==> src/rtl/disk_geometry_pkg.sv <==
// Storage data widths and types

package disk_geometry_pkg;

	// ============================================================
	// Sizes
	// ============================================================
	localparam int SECTOR_BYTES = 512;
	localparam int NUM_DRIVES   = 8;

	// ============================================================
	// Data types
	// ============================================================
	// One byte of sector data
	typedef logic [7:0]  byte_t;

	// Block address, also reused for the image size
	typedef logic [31:0] lba_t;

	// Word as seen on the controller data path
	typedef logic [31:0] ctl_word_t;

	// Byte offset inside one sector
	typedef logic [8:0]  buf_addr_t;

	// Drive slot index and per-slot bit vector
	typedef logic [2:0]  drive_t;
	typedef logic [7:0]  drive_mask_t;

	// Image file type code
	typedef logic [1:0]  file_type_t;

endpackage

==> src/rtl/bridge_ctrl_pkg.sv <==
// Controller protocol definitions

package bridge_ctrl_pkg;

	// ============================================================
	// Block request handshake
	// ============================================================
	// IDLE waits for a start edge, REQUEST holds the request bit
	// until ack, WAIT_RELEASE waits for every ack bit to drop
	typedef enum logic [1:0] {
		IDLE         = 2'd0,
		REQUEST      = 2'd1,
		WAIT_RELEASE = 2'd2
	} block_state_t;

	// ============================================================
	// Slot policy
	// ============================================================
	// Slots 4 and 5 always report read-only
	localparam disk_geometry_pkg::drive_mask_t READONLY_SLOTS = 8'b0011_0000;

endpackage

==> src/rtl/mount_tracker.sv <==
// Image mount event capture
`timescale 1ns/1ps

module mount_tracker (
	input  logic                           clk_sys,
	input  logic                           areset,
	input  disk_geometry_pkg::drive_mask_t img_mounted_i,
	input  logic                           img_readonly_i,
	input  disk_geometry_pkg::lba_t        img_size_i,
	input  disk_geometry_pkg::file_type_t  img_type_i,
	output disk_geometry_pkg::drive_t      fileno_o,
	output disk_geometry_pkg::file_type_t  filetype_o,
	output logic                           readonly_o,
	output logic                           mounted_o,
	output disk_geometry_pkg::lba_t        filesize_o
);

	logic any_mount;
	logic mount_q;
	logic mount_rise;

	disk_geometry_pkg::drive_t hi_slot;

	assign any_mount  = |img_mounted_i;
	assign mount_rise = any_mount & ~mount_q;

	// Highest set bit selects the slot
	always_comb begin
		hi_slot = '0;
		for (int i = 0; i < disk_geometry_pkg::NUM_DRIVES; i++) begin
			if (img_mounted_i[i]) begin
				hi_slot = disk_geometry_pkg::drive_t'(i);
			end
		end
	end

	// ============================================================
	// Event edge and mounted toggle
	// ============================================================
	always_ff @(posedge clk_sys) begin
		if (areset) begin
			mount_q   <= 1'b0;
			mounted_o <= 1'b0;
		end else begin
			mount_q <= any_mount;
			if (mount_rise) begin
				mounted_o <= ~mounted_o;
			end
		end
	end

	// Image details, only meaningful once mounted_o has toggled
	always_ff @(posedge clk_sys) begin
		if (mount_rise) begin
			fileno_o   <= hi_slot;
			filetype_o <= img_type_i;
			readonly_o <= img_readonly_i | bridge_ctrl_pkg::READONLY_SLOTS[hi_slot];
			filesize_o <= img_size_i;
		end
	end

endmodule

==> config.mk <==
export PLATFORM = sky130hd
export DESIGN_NAME = mount_tracker
export DESIGN_NICKNAME = d
export VERILOG_FILES = /design/src/rtl/disk_geometry_pkg.sv /design/src/rtl/bridge_ctrl_pkg.sv /design/src/rtl/mount_tracker.sv
export SDC_FILE = /design/constraint.sdc
export NUM_CORES = 1
export LEC_CHECK = 0
export ABC_CLOCK_PERIOD_IN_PS = 2950
export BUFFER_PORTS_ARGS = -buffer_cell sky130_fd_sc_hd__buf_2
export CAP_MARGIN = 20
export CORE_MARGIN = 2
export CORE_UTILIZATION = 41
export DETAILED_ROUTE_END_ITERATION = 10
export PLACE_DENSITY_LB_ADDON = 0.3
export SYNTH_ARGS = -nofsm -noshare
export SYNTH_HDL_FRONTEND = slang
export SYNTH_SLANG_ARGS = --single-unit
==> constraint.sdc <==
create_clock -name clk_sys -period 2.95 [get_ports clk_sys]
set_clock_uncertainty 0.1 [all_clocks]
set_input_delay 0.59 -clock clk_sys [delete_from_list [all_inputs] [get_ports clk_sys]]
set_output_delay 0.59 -clock clk_sys [all_outputs]
set_load 0.02 [all_outputs]
Word-level counts from Yosys, hierarchy flattened
Memories as Yosys holds them, arrays and structs flattened.
Cells that the tools add are included.
- flip-flop bits (word level): 40
- latch bits: 0
- output and inout port bits: 39
- word-level logic and storage cells: 21
- memory bits (writable): 0
- memories kept: 1
- ROM bits: 8
- eq/ne operators: 0
- divide/modulo/power cells: 0
- mux-type cells: 8
- add/subtract/negate cells: 0
- bitwise logic cells: 4
- reduce and logical (&&, ||, !) cells: 1
- order comparisons: 1
- shift-type cells: 0
- $mul: 0
- memories (memory ; words ; width ; rd ports ; clocked after memory_dff ; write ports ; line ; text):
    (no name shown) ; 8 ; 1 ; 1 ; 0 ; 0 ; mount_tracker.sv:57 ; readonly_o <= img_readonly_i | bridge_ctrl_pkg::READONLY_SLOTS[hi_slot];
- operators by type and width (cell ; count):
    3-bit two-way mux ; 6
    8-bit OR reduction ; 1
    3-bit by 4-bit < comparator with 1-bit output (second input constant) ; 1
    1-bit two-way mux ; 2
    1-bit inverter ; 2
    1-bit AND ; 1
    1-bit bitwise OR ; 1

Logic depth before layout (Yosys ltp)
- word-level depth: 10
- gate-level depth with buffers: 4

Worst setup path before layout
No wires, ideal clock.
- kind: input to register
- from: input port img_mounted_i[3]
- to: register fileno_o[0], enable pin
- data required time: 2.440 ns
- setup time: 0.410 ns
- setup slack: 0.637 ns
- arrival: 1.803 ns
- stages on the path: 2
- path buffers: 0
- cells stage by stage: nor4_4 > a21oi_2
- longest elaborated chain between the ends: 2
- ends and longest elaborated chain (element ; line ; text):
    from (decl) ; mount_tracker.sv:7 ; input disk_geometry_pkg::drive_mask_t img_mounted_i,
    8-bit OR reduction ; mount_tracker.sv:24 ; assign any_mount = |img_mounted_i;
    1-bit AND ; mount_tracker.sv:25 ; assign mount_rise = any_mount & ~mount_q;
    net mount_rise ; mount_tracker.sv:20 ; logic mount_rise;
    to (signal assigned) ; mount_tracker.sv:55 ; fileno_o <= hi_slot;
    to (decl) ; mount_tracker.sv:11 ; output disk_geometry_pkg::drive_t fileno_o,
The timed path passes the listed nets, and every way through them passes these cells.
A chain may end at the register's enable or synchronous reset.

Final worst setup path
- from: input port img_mounted_i[5]
- to: register mounted_o
- longest elaborated chain between the ends: 2
- ends and longest elaborated chain (element ; line ; text):
    8-bit OR reduction ; mount_tracker.sv:24 ;
    1-bit AND ; mount_tracker.sv:25 ;
    net mount_rise ; mount_tracker.sv:20 ;
    to (signal assigned) ; mount_tracker.sv:47 ; mounted_o <= ~mounted_o;
    to (decl) ; mount_tracker.sv:14 ; output logic mounted_o,
The timed path passes the listed nets, and every way through them passes these cells.

==> flow_summary.toml <==
[status]
status = "finished, final reports clean"

[clock_network]
clock_path_buffers = 2
insertion_delay_ps = 330
ctsResizeCount = 0
clock-root-buffer = "clkbuf_4"
cts.sinks = 40
tritoncts = "yes"
path_clk_slew_ps = 100
post-cts-setup-buffers = 0
cts_made_buffers = 5
ctsHtreeMaxLevel = 2
postCtsHoldBufs = 0

[floorplanning]
initial_core_util_pct = 42.8
ios = 84
die_h_um = 60.2
coreArea_mm2 = 0.00303
rows = 20
die_x_um = 60.2
design.die.area_mm2 = 0.00363

[route]
vias = 848
routed_wl_mm = 2.32
drtPass1Iterations = 4
drtIter0Drc = 16
vias_per_cell = 4.39
drc = 0
final_antenna_net_count = 0
wl_per_cell_um = 12.0

[global_routing]
grt_overflow_total = 0
antenna_found_initial = 0
grt_pass1_wl_mm = 3.22
grt_pass1_vias = 780
grt_max_degree = 40
track_usage_pct = 13.1

[timing]
relSlewSlack_pct = 67.3
drv_slew = 0
fmax_mhz = 610
period_needed_ps = 1640
tightestPinTransition_ps = 490
rsz0062_at_grt = "false"
fin_tns_setup_ps = 0
finalSetupViolCount = 0
hold_viol_final = 0
finalCritPeriodShare_pct = 55.6

[synth]
postSynthAreaPerCell_um2 = 22.7
ys_ff_latch = 40
ys_warn_count = 0
synth_cell_types = 14
synth_top_area_cell = "edfxtp_1"
synth.area.top_cells = "edfxtp_1 88%, dfxtp_1 3.1%, nor4_4 1.6%"
synth_top_area_share_pct = 88.0
ys_seq_area_share_pct = 91.1
postSynthCellCount = 57
syn_area_mm2 = 0.00130
syn-num-nets = 102

[pwr]
cellPowerDensity_mw_per_mm2 = 604
leakagePower_nw = 0.793
peakVddDrop_v = 0.000308

[finish]
drive_gt1_share_pct = 63.1
final_cell_mix = "83 x buf_2, 38 x edfxtp_1, 5 x clkbuf_4"
n_antenna_cell = 0
final_cell_count_no_fill = 193
final_common_cell = "buf_2"
fin_nets = 193
area_delta_synth_final_pct = 43.3

[worst_setup_path]
cp_data_arrival_time_ps = 1780
r2r_cells = 2
cp-end-kind = "flip-flop"
critPathKind = "in -> reg"
crit_fanout = 39
required_ps = 3090
cp-start-kind = "input pin"

[placed_design]
port_buffers = 83
dp_hpwl_mm = 1.74
globalplace.congestion = 0.653
place_inst = 185

[min_path]
holdCritPathClass = "in -> reg"
hold_depth = 2

[job]
drv_cap = 0
[worst max-delay path, cell delays in order]
cell and delay, ps:
buf_2 120, nor4_2 430, a21oi_4 90, buf_4 300
xnor2_1 190, nor2_1 50
[per-layer routing]
metal	up-vias	wire (um)	part of all wire (%)	global-route usage (%)
met5	-	0	0	0
met4	0	57	2.5	9.52
met3	7	259	11	5.41
met2	54	1210	52	23.1
met1	389	791	34	11.6
li1	398	-	-	-
[final cells by class]
cell class                 instances  area [um^2]
timing repair buffer              84          423
multi-input combinational         16          119
sequential                        40         1180
clock inverter                     2         35.0
clock buffer                       6         41.3
fill                             232         1170
inverter                           1         3.75
tap                               44         55.1
[cell families (layout without fill, tap and decap cells)]
| group | after synthesis | count (layout) | share of synthesized area [%] |
|---|---|---|---|
| compound gates | 5 | 5 | 2.41 |
| buf+inv | 1 | 93 | 0.289 |
| xor+xnor | 1 | 1 | 0.676 |
| flops | 40 | 40 | 91.1 |
| simple gates | 10 | 10 | 5.50 |
[cells in the mapped netlist]
cell type	number
a21oi_1	2
a21oi_2	1
dfxtp_1	2
edfxtp_1	38
inv_1	1
nand2_1	1
nand2b_1	2
nor2_1	4
nor2b_1	1
nor4_2	1
nor4_4	1
o21ai_0	1
o21bai_1	1
xnor2_1	1
[state kept, by name, indices dropped and copies added (netlist names)]
name,count
mount_q,1
filesize_o,32
readonly_o,1
mounted_o,1
filetype_o,2
fileno_o,3
[final timing paths]
kind / end / slack (ps) / startpoint
hold reg to reg: mounted_o / 430 / mounted_o
setup / recovery: mounted_o / 1310 / img_mounted_i[5]
hold / removal: mount_q / 320 / areset
setup reg to reg: filesize_o[5] / 1620 / mount_q
[through the flow]
| step | cell area, um^2 | hold slack [ps] | setup WS (ps) | utilization, % | power (mW) |
|---|---|---|---|---|---|
| global placement | 1780 | 400 | 1000 | 58.8 | 0.795 |
| finish | 1860 | 319 | 1310 | 61.4 | 1.12 |
| detailed placement | 1780 | 412 | 938 | 58.8 | 0.800 |
| global route | 1860 | 294 | 1230 | 61.4 | 1.17 |
| floorplan | 1300 | 506 | 637 | - | 0.736 |
| CTS | 1860 | 298 | 1320 | 61.4 | 1.14 |
[where the power goes]
part           switching [mW]  internal (mW)  total (mW)
Combinational          0.0736         0.0462       0.120
Sequential            0.00748          0.657       0.664
Clock                   0.161          0.178       0.339
No activity file was read; power rests on OpenSTA's default activity.
