**config.mk**
```make
export PLATFORM = sky130hd
export DESIGN_NAME = block_request_fsm
export DESIGN_NICKNAME = d
export VERILOG_FILES = /design/src/rtl/disk_geometry_pkg.sv /design/src/rtl/bridge_ctrl_pkg.sv /design/src/rtl/block_request_fsm.sv
export SDC_FILE = /design/constraint.sdc
export NUM_CORES = 1
export LEC_CHECK = 0
export ABC_AREA = 0
export BUFFER_PORTS_ARGS = -buffer_cell sky130_fd_sc_hd__buf_2
export CAP_MARGIN = 20
export CORE_MARGIN = 1
export CORE_UTILIZATION = 46
export DETAILED_ROUTE_END_ITERATION = 10
export GPL_TIMING_DRIVEN = 0
export PLACE_DENSITY = 0.79
export SLEW_MARGIN = 20
export SYNTH_ARGS = -nofsm -noshare
export SYNTH_HDL_FRONTEND = slang
export SYNTH_SLANG_ARGS = --single-unit
```
**constraint.sdc**
```tcl
create_clock -name clk_sys -period 1.8 [get_ports clk_sys]
set_input_delay 0.09 -clock clk_sys [delete_from_list [all_inputs] [get_ports clk_sys]]
set_output_delay 0.09 -clock clk_sys [all_outputs]
set_load 0.02 [all_outputs]
```
**src/rtl/disk_geometry_pkg.sv**
```systemverilog
// Storage data widths and types

package disk_geometry_pkg;

	// ============================================================
	// Sizes
	// ============================================================
	localparam int SECTOR_BYTES = 512;
	localparam int NUM_DRIVES   = 8;

	// ============================================================
	// Data types
	// ============================================================
	// One byte of sector data
	typedef logic [7:0]  byte_t;

	// Block address, also reused for the image size
	typedef logic [31:0] lba_t;

	// Word as seen on the controller data path
	typedef logic [31:0] ctl_word_t;

	// Byte offset inside one sector
	typedef logic [8:0]  buf_addr_t;

	// Drive slot index and per-slot bit vector
	typedef logic [2:0]  drive_t;
	typedef logic [7:0]  drive_mask_t;

	// Image file type code
	typedef logic [1:0]  file_type_t;

endpackage

```
**src/rtl/bridge_ctrl_pkg.sv**
```systemverilog
// Controller protocol definitions

package bridge_ctrl_pkg;

	// ============================================================
	// Block request handshake
	// ============================================================
	// IDLE waits for a start edge, REQUEST holds the request bit
	// until ack, WAIT_RELEASE waits for every ack bit to drop
	typedef enum logic [1:0] {
		IDLE         = 2'd0,
		REQUEST      = 2'd1,
		WAIT_RELEASE = 2'd2
	} block_state_t;

	// ============================================================
	// Slot policy
	// ============================================================
	// Slots 4 and 5 always report read-only
	localparam disk_geometry_pkg::drive_mask_t READONLY_SLOTS = 8'b0011_0000;

endpackage

```
**src/rtl/block_request_fsm.sv**
```systemverilog
// Block request handshake and LBA register
`timescale 1ns/1ps

module block_request_fsm (
	input  logic                           clk_sys,
	input  logic                           areset,
	input  logic                           block_rd_i,
	input  logic                           block_wr_i,
	input  disk_geometry_pkg::drive_t      drive_i,
	input  logic                           lba_load_i,
	input  disk_geometry_pkg::lba_t        lba_i,
	input  disk_geometry_pkg::drive_mask_t ack_i,
	output disk_geometry_pkg::drive_mask_t rd_req_o,
	output disk_geometry_pkg::drive_mask_t wr_req_o,
	output disk_geometry_pkg::lba_t        lba_o,
	output logic                           io_done_o
);

	bridge_ctrl_pkg::block_state_t state;

	logic blk_rd_q;
	logic blk_wr_q;
	logic rd_start;
	logic wr_start;
	logic any_ack;

	disk_geometry_pkg::drive_mask_t drive_sel;
	disk_geometry_pkg::drive_mask_t rd_req_q;
	disk_geometry_pkg::drive_mask_t wr_req_q;
	disk_geometry_pkg::lba_t        lba_q;

	// ============================================================
	// Start edges and slot decode
	// ============================================================
	always_ff @(posedge clk_sys) begin
		if (areset) begin
			blk_rd_q <= 1'b0;
			blk_wr_q <= 1'b0;
		end else begin
			blk_rd_q <= block_rd_i;
			blk_wr_q <= block_wr_i;
		end
	end

	assign rd_start  = block_rd_i & ~blk_rd_q;
	assign wr_start  = block_wr_i & ~blk_wr_q;
	assign any_ack   = |ack_i;
	assign drive_sel = disk_geometry_pkg::drive_mask_t'(1) << drive_i;

	// Loaded by a data strobe with the LBA select high
	always_ff @(posedge clk_sys) begin
		if (areset) begin
			lba_q <= '0;
		end else if (lba_load_i) begin
			lba_q <= lba_i;
		end
	end

	// ============================================================
	// Four-phase request toward the host
	// ============================================================
	always_ff @(posedge clk_sys) begin
		if (areset) begin
			state     <= bridge_ctrl_pkg::IDLE;
			rd_req_q  <= '0;
			wr_req_q  <= '0;
			io_done_o <= 1'b1;
		end else begin
			unique case (state)
				bridge_ctrl_pkg::IDLE: begin
					// Read wins if both edges land together
					if (rd_start) begin
						rd_req_q  <= drive_sel;
						io_done_o <= 1'b0;
						state     <= bridge_ctrl_pkg::REQUEST;
					end else if (wr_start) begin
						wr_req_q  <= drive_sel;
						io_done_o <= 1'b0;
						state     <= bridge_ctrl_pkg::REQUEST;
					end
				end
				bridge_ctrl_pkg::REQUEST: begin
					// Held as long as the host stays silent
					if (any_ack) begin
						rd_req_q <= '0;
						wr_req_q <= '0;
						state    <= bridge_ctrl_pkg::WAIT_RELEASE;
					end
				end
				bridge_ctrl_pkg::WAIT_RELEASE: begin
					if (!any_ack) begin
						io_done_o <= 1'b1;
						state     <= bridge_ctrl_pkg::IDLE;
					end
				end
				default: begin
					state <= bridge_ctrl_pkg::IDLE;
				end
			endcase
		end
	end

	assign rd_req_o = rd_req_q;
	assign wr_req_o = wr_req_q;
	assign lba_o    = lba_q;

	// Only one slot is ever asked for at a time
	a_single_req: assert property (
		@(posedge clk_sys) disable iff (areset) $onehot0(rd_req_o | wr_req_o)
	) else $error("block_request_fsm: more than one request bit set");

	// Done and an open request exclude each other
	a_done_no_req: assert property (
		@(posedge clk_sys) disable iff (areset) io_done_o |-> ((rd_req_o | wr_req_o) == '0)
	) else $error("block_request_fsm: request open while io_done is high");

endmodule

```
# Word level (Yosys, flattened, before mapping)
# Cells that the tools add are included.
dict set report word_totals {
  register_bits 53
  latchBits 0
  ramBits 0
  rom_bits 0
  wordCells 43
  mem_count 0
}
dict set report op_classes {
  addsub 0
  multipliers 0
  div_mod_pow 0
  magnitude_cmp 0
  eq_ne 8
  shifts 1
  mux 15
  bitwise_logic 4
  reduce_logical 8
}
# operator n
set op_table {}
lappend op_table {{$mux 8} 4}
lappend op_table {{$pmux 8 s2} 2}
lappend op_table {{$ne 2x2->1 const B} 5}
lappend op_table {{$reduce_and 3->1} 3}
lappend op_table {{$mux 2} 4}
lappend op_table {{$reduce_or 8->1} 1}
lappend op_table {{$shl 1x3->8 const A} 1}
lappend op_table {{$pmux 2 s3} 1}
lappend op_table {{$reduce_and 4->1} 1}
lappend op_table {{$reduce_bool 2->1} 2}
lappend op_table {{$mux 1} 3}
lappend op_table {{$ne 3x3->1 const B} 1}
lappend op_table {{$and 1x1->1} 2}
lappend op_table {{$eq 2x1->1 const B} 1}
lappend op_table {{$eq 2x2->1 const B} 1}
lappend op_table {{$logic_not 2->1} 1}
lappend op_table {{$not 1->1} 2}
lappend op_table {{$pmux 1 s2} 1}

# Longest topological paths before layout
dict set report logic_depth {
  ltp_word 5
  depth_mapped 6
}

# Worst setup path after synthesis
# No wires, ideal clock.
dict set report synth_path {
  path_type {reg-to-reg}
  start {reg state[1]}
  end {reg rd_req_q[7], in the netlist rd_req_o[7]}
  setup_ps 86
  arrival_time_ps 1272
  slack_ps 442
  path_stages_with_launch 7
  n_path_buf 2
  period_less_slack_ps 1358
  cell_sequence {dfxtp_1 buf_6 nor4b_4 buf_6 nand4_1 nor3b_1 a211oi_1}
}
dict set report synth_between {
  elab_chain_cells 3
}
# element line
set synth_rtl {}
lappend synth_rtl {{start, declared} block_request_fsm.sv:19} ;# bridge_ctrl_pkg::block_state_t state;
lappend synth_rtl {{start signal, assigned} block_request_fsm.sv:64} ;# state <= bridge_ctrl_pkg::IDLE;
lappend synth_rtl {{start signal, assigned} block_request_fsm.sv:75} ;# state <= bridge_ctrl_pkg::REQUEST;
lappend synth_rtl {{start signal, assigned} block_request_fsm.sv:79} ;# state <= bridge_ctrl_pkg::REQUEST;
lappend synth_rtl {{$eq 2x1->1 or $logic_not 2->1 (tied branches)} block_request_fsm.sv:69} ;# unique case (state)
lappend synth_rtl {{$ne 2x2->1 (no line) or $reduce_bool 2->1 (tied branches)} --}
lappend synth_rtl {{$reduce_and 3->1 (no line)} --}
lappend synth_rtl {{end signal, assigned} block_request_fsm.sv:73} ;# rd_req_q <= drive_sel;
lappend synth_rtl {{end, declared} block_request_fsm.sv:28} ;# disk_geometry_pkg::drive_mask_t rd_req_q;
# Parallel ways exist; a longest one is shown, timed or not.
# A chain may end at the register's enable or synchronous reset.

# Worst setup path in the final report
# Same ends and word-level chain as after synthesis.

==> key figures <==
Run status
  – Result of the run: complete, no violations

Die
  – I/O pin total: a little under 100
  – Core area: approximately 4400 sq um
  – Starting density of the core: a little under half
  – Die footprint: 4793 sq um
  – Row Count: 24
  – Die boundary width: between 60 and 70 um
  – Die Span Y: slightly below 70 um

CTS
  – Clock-pin slew on the worst setup and hold paths: 0.09 ns
  – Htree depth: 2
  – TritonCTS clock tree: built
  – Clock latency of the later-clocked register in the worst-skew pair: approximately 0.30 ns
  – Clock tree sinks: 53
  – Number of post-CTS setup repair buffers: 0
  – Number of buffers inserted for hold repair after clock tree synthesis: 0
  – Post-CTS sizing: 0
  – Buffer levels on the longest clock path: 2
  – Inserted Clock Buffers: 5
  – Cell at the root of the clock tree: sky130_fd_sc_hd__clkbuf_8

Synthesis
  – Post-synthesis compound-gate area fraction: under 10%
  – Area fraction in and, or, nand and nor cells after synthesis: between 10% and 20%
  – Nets in the synthesized netlist: ~260
  – Count of cell types in the netlist: 35
  – Adder and majority gate portion of the synthesized area: 0%
  – Top cell type's share of synthesized area: 51.02%
  – Mean instance size in the synthesized netlist: just under 10 sq um
  – Syn Inst Count: around 210
  – Largest family of logic cells by synthesized area: simple AND/OR/NAND/NOR gates
  – Register bit total from synthesis: 53
  – Sequential share of the synthesized area: 51.02%
  – Post-synthesis share of cell area spent on xor and xnor gates: less than 1%
  – Mux cell area share after synthesis: between 10% and 20%
  – Yosys top cell by area: sky130_fd_sc_hd__dfxtp_1
  – Cell types with the largest area share after synthesis: sky130_fd_sc_hd__dfxtp_1, sky130_fd_sc_hd__mux2i_1, sky130_fd_sc_hd__nor2_1, sky130_fd_sc_hd__o21ai_0, sky130_fd_sc_hd__inv_1
  – Mapped Area: slightly above 2000 sq um
  – Total number of yosys warnings: 0

Global route
  – GRT Total Usage: 18.39%
  – Initial antenna violation count: 0
  – Global-route wire length before repair: about 7200 um
  – Via count of the first global-routing pass: about 1,600
  – Pin count of the biggest net entering global routing: 16
  – Total gr overflow: 0

Placement
  – Port Buffer Count: 93
  – Placer's final routability congestion estimate: between 0.7 and 0.8
  – HPWL after detailed placement: roughly 3300 um
  – Total cell area at the placement stage: 2610 sq um

Flow run
  – Count of max-cap constraint violations: 0

Finish
  – Top library cells by usage in the layout, fill and taps aside: sky130_fd_sc_hd__buf_2, sky130_fd_sc_hd__dfxtp_1, sky130_fd_sc_hd__nor2_1
  – Leading cell type in the layout, fill and taps excluded: sky130_fd_sc_hd__buf_2
  – Final design instance area without fill: 2693 sq um
  – Share of final-layout standard cells stronger than drive strength 1: about 36%
  – Inserted Diodes: 0
  – Final cell utilization of the core: 61.84%
  – Net count, final: between 300 and 400
  – Area Growth Syn to Fin: 29.48%

Hold path
  – Hold Crit Depth: 2
  – Hold path startpoint: block_wr_i
  – Capture endpoint of the worst hold path: blk_wr_q$_SDFF_PP0_
  – Class of the worst hold path: input pin to register

Timing
  – Final count of hold timing violations: 0
  – Achievable frequency: around 650 MHz
  – Unrepaired setup endpoints after global routing: false
  – # setup viols final: 0
  – Final worst path period share: 85.56%
  – Final min period: around 1.5 ns
  – Transition at the pin with the smallest max-transition slack: ~0.54 ns
  – Final number of max-transition violations: 0
  – Headroom to the max-slew limit: roughly 64%
  – Summed negative setup slack over all endpoints: 0 ns
  – Final Skew: between 0.007 and 0.008 ns

Drt
  – Number of vias per cell after detailed routing: 4.877
  – Number of design rule violations left after detail routing: 0
  – Post-Route WL: 4363 um
  – Post-detailed-route count of antenna-violating nets: 0
  – DRT iter0 DRCs: 70
  – Via count: 1,790
  – Detailed-route wire length per cell: between 10 and 15 um
  – Number of search-and-repair iterations in the first detailed-routing pass: 4

Critical path
  – Critical Path Sink Type: register
  – Class of the most critical setup path: register to register
  – Critical path fanouts, max: 10
  – WP data arrival: ~1.8 ns
  – Origin of the worst setup path: state[1]$_SDFFE_PP0P_
  – Maximum single-stage delay on the critical path: about 0.34 ns
  – Data required time of the critical path: ~2.0 ns
  – Most prevalent standard cell on the critical path: sky130_fd_sc_hd__buf_6
  – Endpoint of the worst register-to-register path: rd_req_o[7]$_SDFFE_PP0P_
  – R2R depth: 6
  – Register-to-register path setup slack: about 0.26 ns
  – Beginning of the worst register-to-register path: state[1]$_SDFFE_PP0P_
  – Cell breakdown of the critical path: buf_6, nor4b_4, buf_6, nand4_1, nor3b_1, a211oi_1
  – Max stage delay cell, worst path: sky130_fd_sc_hd__nor4b_4
  – Startpoint kind of the worst setup timing path: register

Pwr
  – Power density relative to cell area: between 800 and 900 nW/um^2
  – Maximum vdd drop: between 500 and 600 uV
  – Total leakage power: roughly 0.0014 uW
## cell type report
| class | count | area (sq um) |
|---|---|---|
| plain buffers | 14 | 81.33 |
| clock buffers | 6 | 72.57 |
| clock inverters | 2 | 10.01 |
| fillers | 391 | 1662 |
| inverters | 13 | 48.80 |
| multi-input cells | 134 | 888.4 |
| flip-flops and latches | 53 | 1061 |
| well taps | 52 | 65.06 |
| repair buffers | 93 | 465.4 |
## power breakdown
| part | switching (uW) | internal [uW] |
|---|---|---|
| clock network | 364 | 270 |
| logic | 237 | 178 |
| registers | 27.0 | 1230 |
| total | 628 | 1680 |
## logic make-up (layout without fill, tap and decap cells)
logic type                count (synthesis)  count (layout)
and+or+nand+nor                          75              75
buffers and inverters                    27             128
xor gates and xnor gates                  1               1
DFF                                      53              53
AOI/OAI and AO/OA                        26              26
muxes                                    32              32
## Yosys cell counts, drive strengths merged
master,n
o21ai,11
o31ai,1
clkbuf,7
a221o,1
a211oi,3
inv,13
dfxtp,53
or3,1
and3,4
o311a,1
or2,1
nand3b,1
xnor2,1
a31oi,2
and2,1
o21bai,1
buf,7
nand3,2
a2bb2oi,1
nor2,36
nand2,6
nor4b,1
nor4,4
a21boi,1
a21oi,2
mux2i,32
nor3,7
nor3b,2
nand2b,1
nor2b,6
a311oi,2
nand4,2
## routing by layer
layer  wire length [um]  up-vias  global-route usage, %
met5                  0        -                      0
met4                 55        0                  7.483
met3                277        5                  3.779
met2               1988       66                  30.10
met1               2041      794                  23.71
li1                   -      925                      -
## registers in the layout, indices dropped and copies added, names as in the netlist
signal,cells
wr_req_o,8
blk_rd_q,1
state,2
rd_req_o,8
lba_o,32
blk_wr_q,1
io_done_o,1
## critical path: cells and delay by family, from the launching register on
family          cells  cell delay, ns
flops               1            0.32
buf+inv             2            0.31
simple gates        3            0.63
compound gates      1            0.20
## worst max-delay path by stage
stage	cells past startpoint	slack, ns	endpoint
6_report	6	0.26	rd_req_o[7]$_SDFFE_PP0P_
3_3_place_gp	4	0.29	wr_req_o[4]$_SDFFE_PP0P_
3_5_place_dp	4	0.26	wr_req_o[4]$_SDFFE_PP0P_
2_1_floorplan	6	0.44	rd_req_o[7]$_SDFFE_PP0P_
4_1_cts	4	0.25	wr_req_o[4]$_SDFFE_PP0P_
5_1_grt	4	0.08	wr_req_o[4]$_SDFFE_PP0P_
## through the flow
stage,hold slack (ns),total power (uW),std cells,setup slack (ns)
global placement,0.3219,1692,359,0.2896
finish,0.01467,2309,367,0.2600
global route,0.02499,2424,367,0.07515
CTS,0.002225,2338,367,0.2481
floorplan,0.2182,1561,214,0.4420
detailed placement,0.3352,1704,359,0.2566
Power figures use the tool's default switching activity.
