`config.mk`:
```
export PLATFORM = sky130hd
export DESIGN_NAME = buffer_addr_counter_flat
export DESIGN_NICKNAME = d
export VERILOG_FILES = /design/src/rtl/disk_geometry_pkg.sv /design/src/rtl/sector_bus_if.sv /design/src/rtl/buffer_addr_counter.sv /design/src/flat_wrapper.sv
export SDC_FILE = /design/constraint.sdc
export NUM_CORES = 1
export LEC_CHECK = 0
export ABC_AREA = 0
export BUFFER_PORTS_ARGS = -buffer_cell sky130_fd_sc_hd__buf_2
export CAP_MARGIN = 10
export CORE_MARGIN = 2
export CORE_UTILIZATION = 41
export CTS_CLUSTER_SIZE = 24
export DETAILED_ROUTE_END_ITERATION = 6
export MAX_ROUTING_LAYER = met4
export PLACE_DENSITY_LB_ADDON = 0.15
export SLEW_MARGIN = 20
export SYNTH_ARGS = -nofsm -noshare
export SYNTH_HDL_FRONTEND = slang
export SYNTH_SLANG_ARGS = --single-unit
```
`constraint.sdc`:
```
create_clock -name clk_sys -period 1.65 [get_ports clk_sys]
set_clock_uncertainty 0.05 [all_clocks]
set_input_delay 0.165 -clock clk_sys [delete_from_list [all_inputs] [get_ports clk_sys]]
set_output_delay 0.165 -clock clk_sys [all_outputs]
set_load 0.02 [all_outputs]
```
`src/rtl/disk_geometry_pkg.sv`:
```
// Storage data widths and types

package disk_geometry_pkg;

	// ============================================================
	// Sizes
	// ============================================================
	localparam int SECTOR_BYTES = 512;
	localparam int NUM_DRIVES   = 8;

	// ============================================================
	// Data types
	// ============================================================
	// One byte of sector data
	typedef logic [7:0]  byte_t;

	// Block address, also reused for the image size
	typedef logic [31:0] lba_t;

	// Word as seen on the controller data path
	typedef logic [31:0] ctl_word_t;

	// Byte offset inside one sector
	typedef logic [8:0]  buf_addr_t;

	// Drive slot index and per-slot bit vector
	typedef logic [2:0]  drive_t;
	typedef logic [7:0]  drive_mask_t;

	// Image file type code
	typedef logic [1:0]  file_type_t;

endpackage

```
`src/rtl/sector_bus_if.sv`:
```
// Controller sector buffer port
`timescale 1ns/1ps

interface sector_bus_if;

	disk_geometry_pkg::buf_addr_t addr;
	disk_geometry_pkg::byte_t     wdata;
	logic                         we;
	disk_geometry_pkg::byte_t     rdata;

	// Address counter side
	modport ctl (
		output addr,
		output wdata,
		output we
	);

	// RAM side
	modport mem (
		input  addr,
		input  wdata,
		input  we,
		output rdata
	);

	// Observer for the top level
	modport mon (
		input  rdata,
		input  addr
	);

endinterface

```
`src/rtl/buffer_addr_counter.sv`:
```
// Controller buffer address counter
`timescale 1ns/1ps

module buffer_addr_counter (
	input  logic                     clk_sys,
	input  logic                     areset,
	input  logic                     lba_sel_i,
	input  logic                     data_wr_i,
	input  logic                     data_rd_i,
	input  logic                     io_wr_i,
	input  disk_geometry_pkg::byte_t wdata_i,
	sector_bus_if.ctl                bus,
	output logic                     lba_load_o
);

	logic wr_s1;
	logic wr_s2;
	logic rd_q;
	logic wr_rise;
	logic rd_fall;
	logic buf_we;

	disk_geometry_pkg::buf_addr_t addr_q;

	// ============================================================
	// Strobe edges
	// ============================================================
	// Write strobe goes through two stages, read strobe one
	always_ff @(posedge clk_sys) begin
		if (areset) begin
			wr_s1 <= 1'b0;
			wr_s2 <= 1'b0;
			rd_q  <= 1'b0;
		end else begin
			wr_s1 <= data_wr_i;
			wr_s2 <= wr_s1;
			rd_q  <= data_rd_i;
		end
	end

	assign wr_rise = wr_s1 & ~wr_s2;
	assign rd_fall = rd_q & ~data_rd_i;

	// Steer the byte to the LBA register or the buffer
	assign lba_load_o = wr_rise & lba_sel_i;

	// ============================================================
	// Write enable and address
	// ============================================================
	always_ff @(posedge clk_sys) begin
		if (areset) begin
			buf_we <= 1'b0;
			addr_q <= '0;
		end else begin
			buf_we <= wr_rise & ~lba_sel_i;
			if (buf_we || rd_fall) begin
				addr_q <= addr_q + 1'b1;
			end
			// Clear wins over a step in the same cycle
			if (io_wr_i) begin
				addr_q <= '0;
			end
		end
	end

	assign bus.addr  = addr_q;
	assign bus.wdata = wdata_i;
	assign bus.we    = buf_we;

	// A write step and a read step landing together would lose one step
	a_no_step_clash: assert property (
		@(posedge clk_sys) disable iff (areset) !(buf_we && rd_fall)
	) else $error("buffer_addr_counter: buffer write and read step together");

endmodule

```
`src/flat_wrapper.sv`:
```
// flat-port wrapper written by rule: the top's interface ports become plain ports
module buffer_addr_counter_flat 
  (clk_sys, areset, lba_sel_i, data_wr_i, data_rd_i, io_wr_i, wdata_i, lba_load_o, bus_addr, bus_wdata, bus_we);
  sector_bus_if bus_i ();
  input  logic clk_sys;
  input  logic areset;
  input  logic lba_sel_i;
  input  logic data_wr_i;
  input  logic data_rd_i;
  input  logic io_wr_i;
  input  disk_geometry_pkg::byte_t wdata_i;
  output logic lba_load_o;
  output wire logic [$bits(bus_i.addr)-1:0] bus_addr;
  output wire logic [$bits(bus_i.wdata)-1:0] bus_wdata;
  output wire logic [$bits(bus_i.we)-1:0] bus_we;
  assign bus_addr = bus_i.addr;
  assign bus_wdata = bus_i.wdata;
  assign bus_we = bus_i.we;
  buffer_addr_counter u_core (.clk_sys(clk_sys), .areset(areset), .lba_sel_i(lba_sel_i), .data_wr_i(data_wr_i), .data_rd_i(data_rd_i), .io_wr_i(io_wr_i), .wdata_i(wdata_i), .bus(bus_i), .lba_load_o(lba_load_o));
endmodule
```
# After elaboration in Yosys (flattened, before gate mapping)
# Index checks and enable logic that the tools add are counted.
[totals]
mem_count = 0
word_cells = 15
rom_bits = 0
output_inout_bits = 19
reg_bits = 13
ram_bits = 0
in_bits = 14
latchBits = 0
[op_classes]
n_eq_ne = 0
div_mod_pow = 0
n_reduce_logical = 2
n_shift = 0
mux = 0
n_lt_le_gt_ge = 0
n_addsub = 1
mul = 0
bitwise_logic = 7
[op_table]
columns = ["cell", "n"]
rows = [
  ["9-bit by 1-bit adder with 9-bit output (second input constant)", 1],
  ["1-bit AND", 4],
  ["1-bit NOT", 3],
  ["2-bit OR reduction", 1],
  ["1-bit logical OR", 1],
]

# Depth between registers and ports, before layout
# Gate-level depths: netlist of the first run.
[depth]
ltp_word = 3
depth_mapped = 5
ltp_nobuf = 5

# Worst setup path after synthesis of the first run
# No wires, ideal clock.
[synth_path]
path_type = "register to register"
start = "register u_core.addr_q[0], in the netlist u_core.bus.addr[0]"
end = "register u_core.addr_q[6], in the netlist u_core.bus.addr[6]"
arrival_ns = 1.159
period_less_slack_ns = 1.324
setup_slack_ns = 0.326
setup_ns = 0.114
path_stages_with_launch = 6
n_path_buf = 0
cell_sequence = "dfxtp_1 ha_1 and3_1 o2111ai_1 xor2_1 nor2_1"
[synth_between]
elab_chain_len = 1
[synth_rtl]
columns = ["item", "line", "text"]
rows = [
  ["start: declaration", "buffer_addr_counter.sv:23", "disk_geometry_pkg::buf_addr_t addr_q;"],
  ["start signal: assignment", "buffer_addr_counter.sv:57", "addr_q <= addr_q + 1'b1;"],
  ["9-bit by 1-bit adder with 9-bit output", "buffer_addr_counter.sv:57", ""],
]
# No other way between the ends.
# A chain may end at the register's enable or synchronous reset.

# Final worst setup path of the first run
# Ends and elaborated chain as after synthesis.

==> impl_metrics.json, run 1 <==
{
  "critical_path.endpoint_type": "register",
  "global_route.overflow_total": 0,
  "wire_per_inst_microns": 11.23,
  "cp_data_arrival_time_ns": 1.39,
  "number_of_cells_on_the_worst_reg_to_reg_path": 5,
  "final_weighted_congestion_in_routability_driven_placement": 0.7359,
  "clock_insertion_delay_worst_skew_ns": 0.27,
  "internal-power_uw": 425.0,
  "post-layout-total-power_uw": 542.7,
  "start_util_pct": 44.84,
  "finalMaxSlewViolations": 0,
  "die-width_microns": 42.20,
  "cts_hold_buf": 0,
  "layoutNonFillerInstCount": 87,
  "max_freq_mhz": 785.7,
  "critical-path-max-stage-delay_ns": 0.39,
  "clock-sinks": 13,
  "ctsLongestPathBuffers": 2,
  "ys_ff_latch": 13,
  "hold-path-endpoint": "u_core.bus.we",
  "timing.critical_path.cells": "ha_1, and3_1, o2111ai_1, xor2_1, nor2_1",
  "path_buf_inv": 0,
  "die_height_microns": 42.20,
  "n_fill_cell": 132,
  "clkTransAtPathRegs_ns": 0.08,
  "hp-class": "in -> reg",
  "clock_tree.root_cell": "sky130_fd_sc_hd__clkbuf_4",
  "synth_top_cells_by_count": "13 x sky130_fd_sc_hd__dfxtp_1, 9 x sky130_fd_sc_hd__buf_4, 9 x sky130_fd_sc_hd__nor2_1",
  "reg2reg_from": "u_core.bus.addr[0]",
  "power_switching_share_pct": 21.69,
  "timing.hold.worst.start": "lba_sel_i",
  "max_slew_margin_pct": 80.85,
  "setup_ws_ns": 0.3772,
  "drt-total-wl_microns": 977,
  "regToRegEndpoint": "u_core.bus.addr[6]",
  "drt_pass1_iterations": 4,
  "setup-violations-final": 0,
  "netlist.area_leader.share_pct": 43.51,
  "run_status": "complete, no violations",
  "timing.final.hold_violations": 0,
  "power.share.combinational_pct": 5.3,
  "critical_path_peak_fanout": 4,
  "cp-start-kind": "register",
  "postCtsResizedCells": 0,
  "number_of_flops_mapped_to_enable_cells_by_yosys": 0,
  "timing.final.crit_period_ns": 1.273,
  "drc": 0,
  "cts_inserted_buffers": 3,
  "ff2ff_setup_slack_ns": 0.38,
  "synthFlopType": "sky130_fd_sc_hd__dfxtp_1",
  "std_cell_rows": 13,
  "nets": 88,
  "share_seq_of_total_power_pct": 59.4,
  "avgViaCountPerCell": 4.931,
  "drtIter0Drc": 7,
  "remaining_antenna_violation_count_after_routing": 0,
  "diodes": 0,
  "post_dp_cell_area_sq_um": 614.3,
  "drive_above_1_share_pct": 29.17,
  "stdcell_area_sq_um": 640.6,
  "place.port_buffers": 16,
  "htree_levels": 1,
  "yosys.cell_count.top_type": "sky130_fd_sc_hd__dfxtp_1",
  "dp_worst_setup_slack_ns": 0.3979,
  "syn-num-nets": 77,
  "tcrit_tclk_final_pct": 77.14,
  "synth_area_per_cell_sq_um": 9.646,
  "io-pin-count": 33,
  "drv.max_cap_violation_count": 0,
  "vias_in_the_first_global_route": 394,
  "antenna_found_initial": 0,
  "power.clock.fraction_pct": 35.3,
  "timing.critical_path.max_delay_family": "flip-flops",
  "cp_data_required_time_ns": 1.76,
  "crit_path_top_delay_cell": "sky130_fd_sc_hd__dfxtp_1",
  "synth.yosys.warnings": 0,
  "postSynth.asyncResetShare_pct": 0,
  "max_slew.worst_pin.slew_ns": 0.2868,
  "post_synth_inst_count": 62,
  "syn-cell-area_sq_um": 598.1,
  "syn_to_final_growth_pct": 7.113,
  "cts_setup_buffers": 0,
  "synth_seq_area_share_pct": 43.51,
  "core_box_area_sq_um": 1334,
  "grt_start_max_net_pins": 11,
  "whs_path_depth": 2,
  "tritoncts_clock_tree": "yes",
  "detailroute.via_count": 429,
  "synth_cell_types": 16,
  "place_inst": 83,
  "die_area_sq_um": 1780,
  "switching_power_uw": 117.7,
  "timing.setup.critical_path_class": "reg -> reg",
  "grt_usage_pct": 12.76,
  "yosysTopAreaCell": "sky130_fd_sc_hd__dfxtp_1",
  "synth.area.top_cells": "sky130_fd_sc_hd__dfxtp_1 44%, sky130_fd_sc_hd__xor2_1 12%, sky130_fd_sc_hd__buf_4 11%, sky130_fd_sc_hd__o2111ai_1 5.9%, sky130_fd_sc_hd__nor2_1 5.6%",
  "unrepaired_setup_endpoints_after_global_routing": "false",
  "vdd_ir_drop_max_v": 0.0004547,
  "grt_pass1_wl_microns": 1662,
  "dp_hpwl_microns": 728.2,
  "cellPowerDensity_nw_per_um2": 847.2,
  "fin_tns_setup_ns": 0,
  "static_leakage_nw": 0.2954
}
## per-layer routing
| metal | wire [microns] | vias up | GRT usage [%] |
|---|---|---|---|
| li1 | - | 222 | - |
| met4 | 21 | 0 | 10.63 |
| met3 | 94 | 4 | 4.741 |
| met5 | 0 | - | - |
| met2 | 382 | 15 | 16.62 |
| met1 | 480 | 188 | 15.26 |
## placed cells by master, fill, tap and decap left out, types with 3 or more instances in the layout
master                      count
sky130_fd_sc_hd__xor2_1         8
sky130_fd_sc_hd__o21ai_1        3
sky130_fd_sc_hd__and3_1         3
sky130_fd_sc_hd__nor2_1         9
sky130_fd_sc_hd__o2111ai_1      4
sky130_fd_sc_hd__buf_2         16
sky130_fd_sc_hd__dfxtp_1       13
sky130_fd_sc_hd__nor2b_1        4
sky130_fd_sc_hd__clkbuf_4       3
## cells by family after synthesis
family,share of synthesized area (%)
adder cells (fa/ha/maj),2.092
XOR/XNOR,11.72
buffers and inverters,15.06
AND/OR/NAND/NOR,17.57
flip-flops,43.51
AO/OA/AOI/OAI,10.04
## final cells by class
class                           count  area (sq um)  share of cell area (%)
Tap cell                           15         18.77                   2.930
Sequential cell                    13         260.3                   40.63
Clock buffer                        4         26.28                   4.102
Multi-Input combinational cell     38         247.7                   38.67
Timing Repair Buffer               17         87.58                   13.67
## state kept, by name, summed over array words and instances, names as in the netlist
| register | count |
|---|---|
| u_core.bus.we | 1 |
| u_core.wr_s1 | 1 |
| u_core.rd_q | 1 |
| u_core.wr_s2 | 1 |
| u_core.bus.addr | 9 |
## worst max-delay path by stage
stage | start | end | slack (ns) | depth (start not counted)
detailed placement | u_core.bus.addr[0] | u_core.bus.addr[8] | 0.40 | 5
finish | u_core.bus.addr[0] | u_core.bus.addr[6] | 0.38 | 5
floorplan | u_core.bus.addr[0] | u_core.bus.addr[6] | 0.33 | 5
CTS | u_core.bus.addr[0] | u_core.bus.addr[6] | 0.38 | 5
global placement | u_core.bus.addr[1] | u_core.bus.addr[8] | 0.41 | 5
global route | u_core.bus.addr[0] | u_core.bus.addr[6] | 0.23 | 5
## through the flow
step | utilization, % | hold WS [ns]
global route | 48.03 | 0.006904
floorplan | - | 0.1866
global placement | 46.06 | 0.2801
CTS | 48.03 | 0.003558
finish | 48.03 | 0.01415
detailed placement | 46.06 | 0.2801
## power groups by stage
stage          logic (mW)  registers [mW]  clock network [mW]
2_1_floorplan      0.0484           0.330                   0
3_3_place_gp       0.0290           0.329                   0
3_5_place_dp       0.0289           0.330                   0
4_1_cts            0.0291           0.322               0.200
5_1_grt            0.0321           0.324               0.214
6_report           0.0287           0.322               0.192
Power figures use the tool's default switching activity.
==> inputs of run 2 (changes only) <==
clock period = 1.3 ns   (was 1.65 ns; I/O delays follow)
==> run 2 against run 1 <==
Compared with the run above: utilization grew 4.2 points; register-to-register slack lost 0.30 ns; sequential share of layout area shrank 2.6 points; combinational power grew 41%; critical path depth shrank 1; clock power grew 27%; setup slack lost 0.35 ns; routed wire length grew 15%.
==> impl_metrics.json, run 2 (same netlist as run 1, synthesis figures left out) <==
{
  "drt-total-wl_microns": 1123,
  "io-pin-count": 33,
  "wire_per_inst_microns": 12.48,
  "timing.setup.critical_path_class": "in -> out",
  "die-width_microns": 42.20,
  "cp_data_required_time_ns": 1.12,
  "max_slew.worst_pin.slew_ns": 0.3439,
  "nets": 91,
  "run_status": "complete, no violations",
  "cp-start-kind": "primary input",
  "dp_hpwl_microns": 754.1,
  "most-common-layout-cells": "16 x sky130_fd_sc_hd__buf_2, 11 x sky130_fd_sc_hd__dfxtp_1, 9 x sky130_fd_sc_hd__nor2_1",
  "power.share.combinational_pct": 5.8,
  "drive_above_1_share_pct": 38.67,
  "vdd_ir_drop_max_v": 0.0005767,
  "cellPowerDensity_nw_per_um2": 995.2,
  "critical_path.endpoint_type": "primary output",
  "detailroute.via_count": 439,
  "dp_worst_setup_slack_ns": 0.001133,
  "die_area_sq_um": 1780,
  "clkTransAtPathRegs_ns": 0.08,
  "clock-sinks": 13,
  "critical_path_peak_fanout": 2,
  "share_seq_of_total_power_pct": 58.9,
  "drt_pass1_iterations": 2,
  "static_leakage_nw": 0.3075,
  "htree_levels": 1,
  "unrepaired_setup_endpoints_after_global_routing": "false",
  "switching_power_uw": 153.0,
  "max_slew_margin_pct": 76.97,
  "utilization_pct": 52.25,
  "global_route.overflow_total": 0,
  "vias_in_the_first_global_route": 390,
  "layout.cells.most_common": "sky130_fd_sc_hd__buf_2",
  "stdcell_area_sq_um": 696.9,
  "internal-power_uw": 540.6,
  "place_inst": 84,
  "drv.max_cap_violation_count": 0,
  "timing_startpoint_of_the_critical_path": "lba_sel_i",
  "ff2ff_setup_slack_ns": 0.08,
  "power.clock.fraction_pct": 35.2,
  "tcrit_tclk_final_pct": 98.28,
  "tritoncts_clock_tree": "yes",
  "start_util_pct": 44.84,
  "grt_usage_pct": 13.21,
  "top_usage_layer": "met2",
  "post_dp_cell_area_sq_um": 624.3,
  "use_met2_pct": 18.46,
  "globalRouteMet3Util_pct": 5.603,
  "die_height_microns": 42.20,
  "max_reg_flops": 9,
  "place.port_buffers": 16,
  "timing.hold.worst.start": "areset",
  "timing.final.crit_period_ns": 1.278,
  "grt_pass1_wl_microns": 1690,
  "power_switching_share_pct": 22.06,
  "hp-class": "in -> reg",
  "cp_data_arrival_time_ns": 1.10,
  "final_weighted_congestion_in_routability_driven_placement": 0.6961,
  "max_freq_mhz": 782.7,
  "layoutNonFillerInstCount": 90,
  "timing.final.hold_violations": 0,
  "remaining_antenna_violation_count_after_routing": 0,
  "setup_ws_ns": 0.02240,
  "grtUsageMet1_pct": 13.91,
  "reg2reg_from": "u_core.bus.addr[0]",
  "drtIter0Drc": 5,
  "ctsLongestPathBuffers": 2,
  "clock_tree.root_cell": "sky130_fd_sc_hd__clkbuf_4",
  "finalMaxSlewViolations": 0,
  "clock_insertion_delay_worst_skew_ns": 0.27,
  "core_box_area_sq_um": 1334,
  "syn_to_final_growth_pct": 16.53,
  "drc": 0,
  "n_fill_cell": 124,
  "avgViaCountPerCell": 4.878,
  "antenna_found_initial": 0,
  "diodes": 0,
  "setup-violations-final": 0,
  "std_cell_rows": 13,
  "grt_start_max_net_pins": 11,
  "cts_inserted_buffers": 3
}
run 2: worst paths after layout:
| check | to | depth (start not counted) |
|---|---|---|
| max | lba_load_o | 4 |
| min | u_core.rd_q | 2 |
| max reg2reg | u_core.bus.addr[8] | 5 |
| min reg2reg | u_core.bus.we | 1 |
run 2: layer usage:
layer  wire [microns]  part of all wire [%]
met3               78                   6.9
met2              512                    46
met5                0                     0
met4               31                   2.8
met1              500                    45
run 2: critical path, stage by stage:
cell and delay [ns]:
sky130_fd_sc_hd__dlygate4sd3_1 0.53, sky130_fd_sc_hd__buf_2 0.12, sky130_fd_sc_hd__and3b_1 0.16, sky130_fd_sc_hd__buf_2 0.15
run 2: stage by stage:
stage,total power [mW],setup TNS (ns),hold WS [ns]
2_1_floorplan,0.4806,0,0.1516
3_5_place_dp,0.4539,0,0.2101
3_3_place_gp,0.4537,-0.006999,0.2101
5_1_grt,0.7274,0,0.01323
4_1_cts,0.6998,0,0.01039
6_report,0.6936,0,0.01602
run 2: cell type report:
class	instances	area, sq um	share of cell area [%]
well taps	15	18.77	2.693
flip-flops and latches	13	265.3	38.06
clock buffers	4	26.28	3.770
repair buffers	20	112.6	16.16
multi-input cells	38	274.0	39.32
run 2: timing repair:
item | CTS | global route
endpoints found under the setup margin | 2 | 2
buffers inserted | 0 | 1
gates resized for setup | 3 | 3
hold endpoints to repair | 1 | 0
pin swaps | 1 | 1
hold buffers | 1 | 0
run 2: power groups by stage:
stage                     combinational [mW]  clock [mW]  sequential (mW)
after global routing                  0.0438       0.274            0.410
final                                 0.0405       0.244            0.409
after global placement                0.0348           0            0.419
after floorplan                       0.0614           0            0.419
after CTS                             0.0383       0.252            0.410
after detailed placement              0.0351           0            0.419
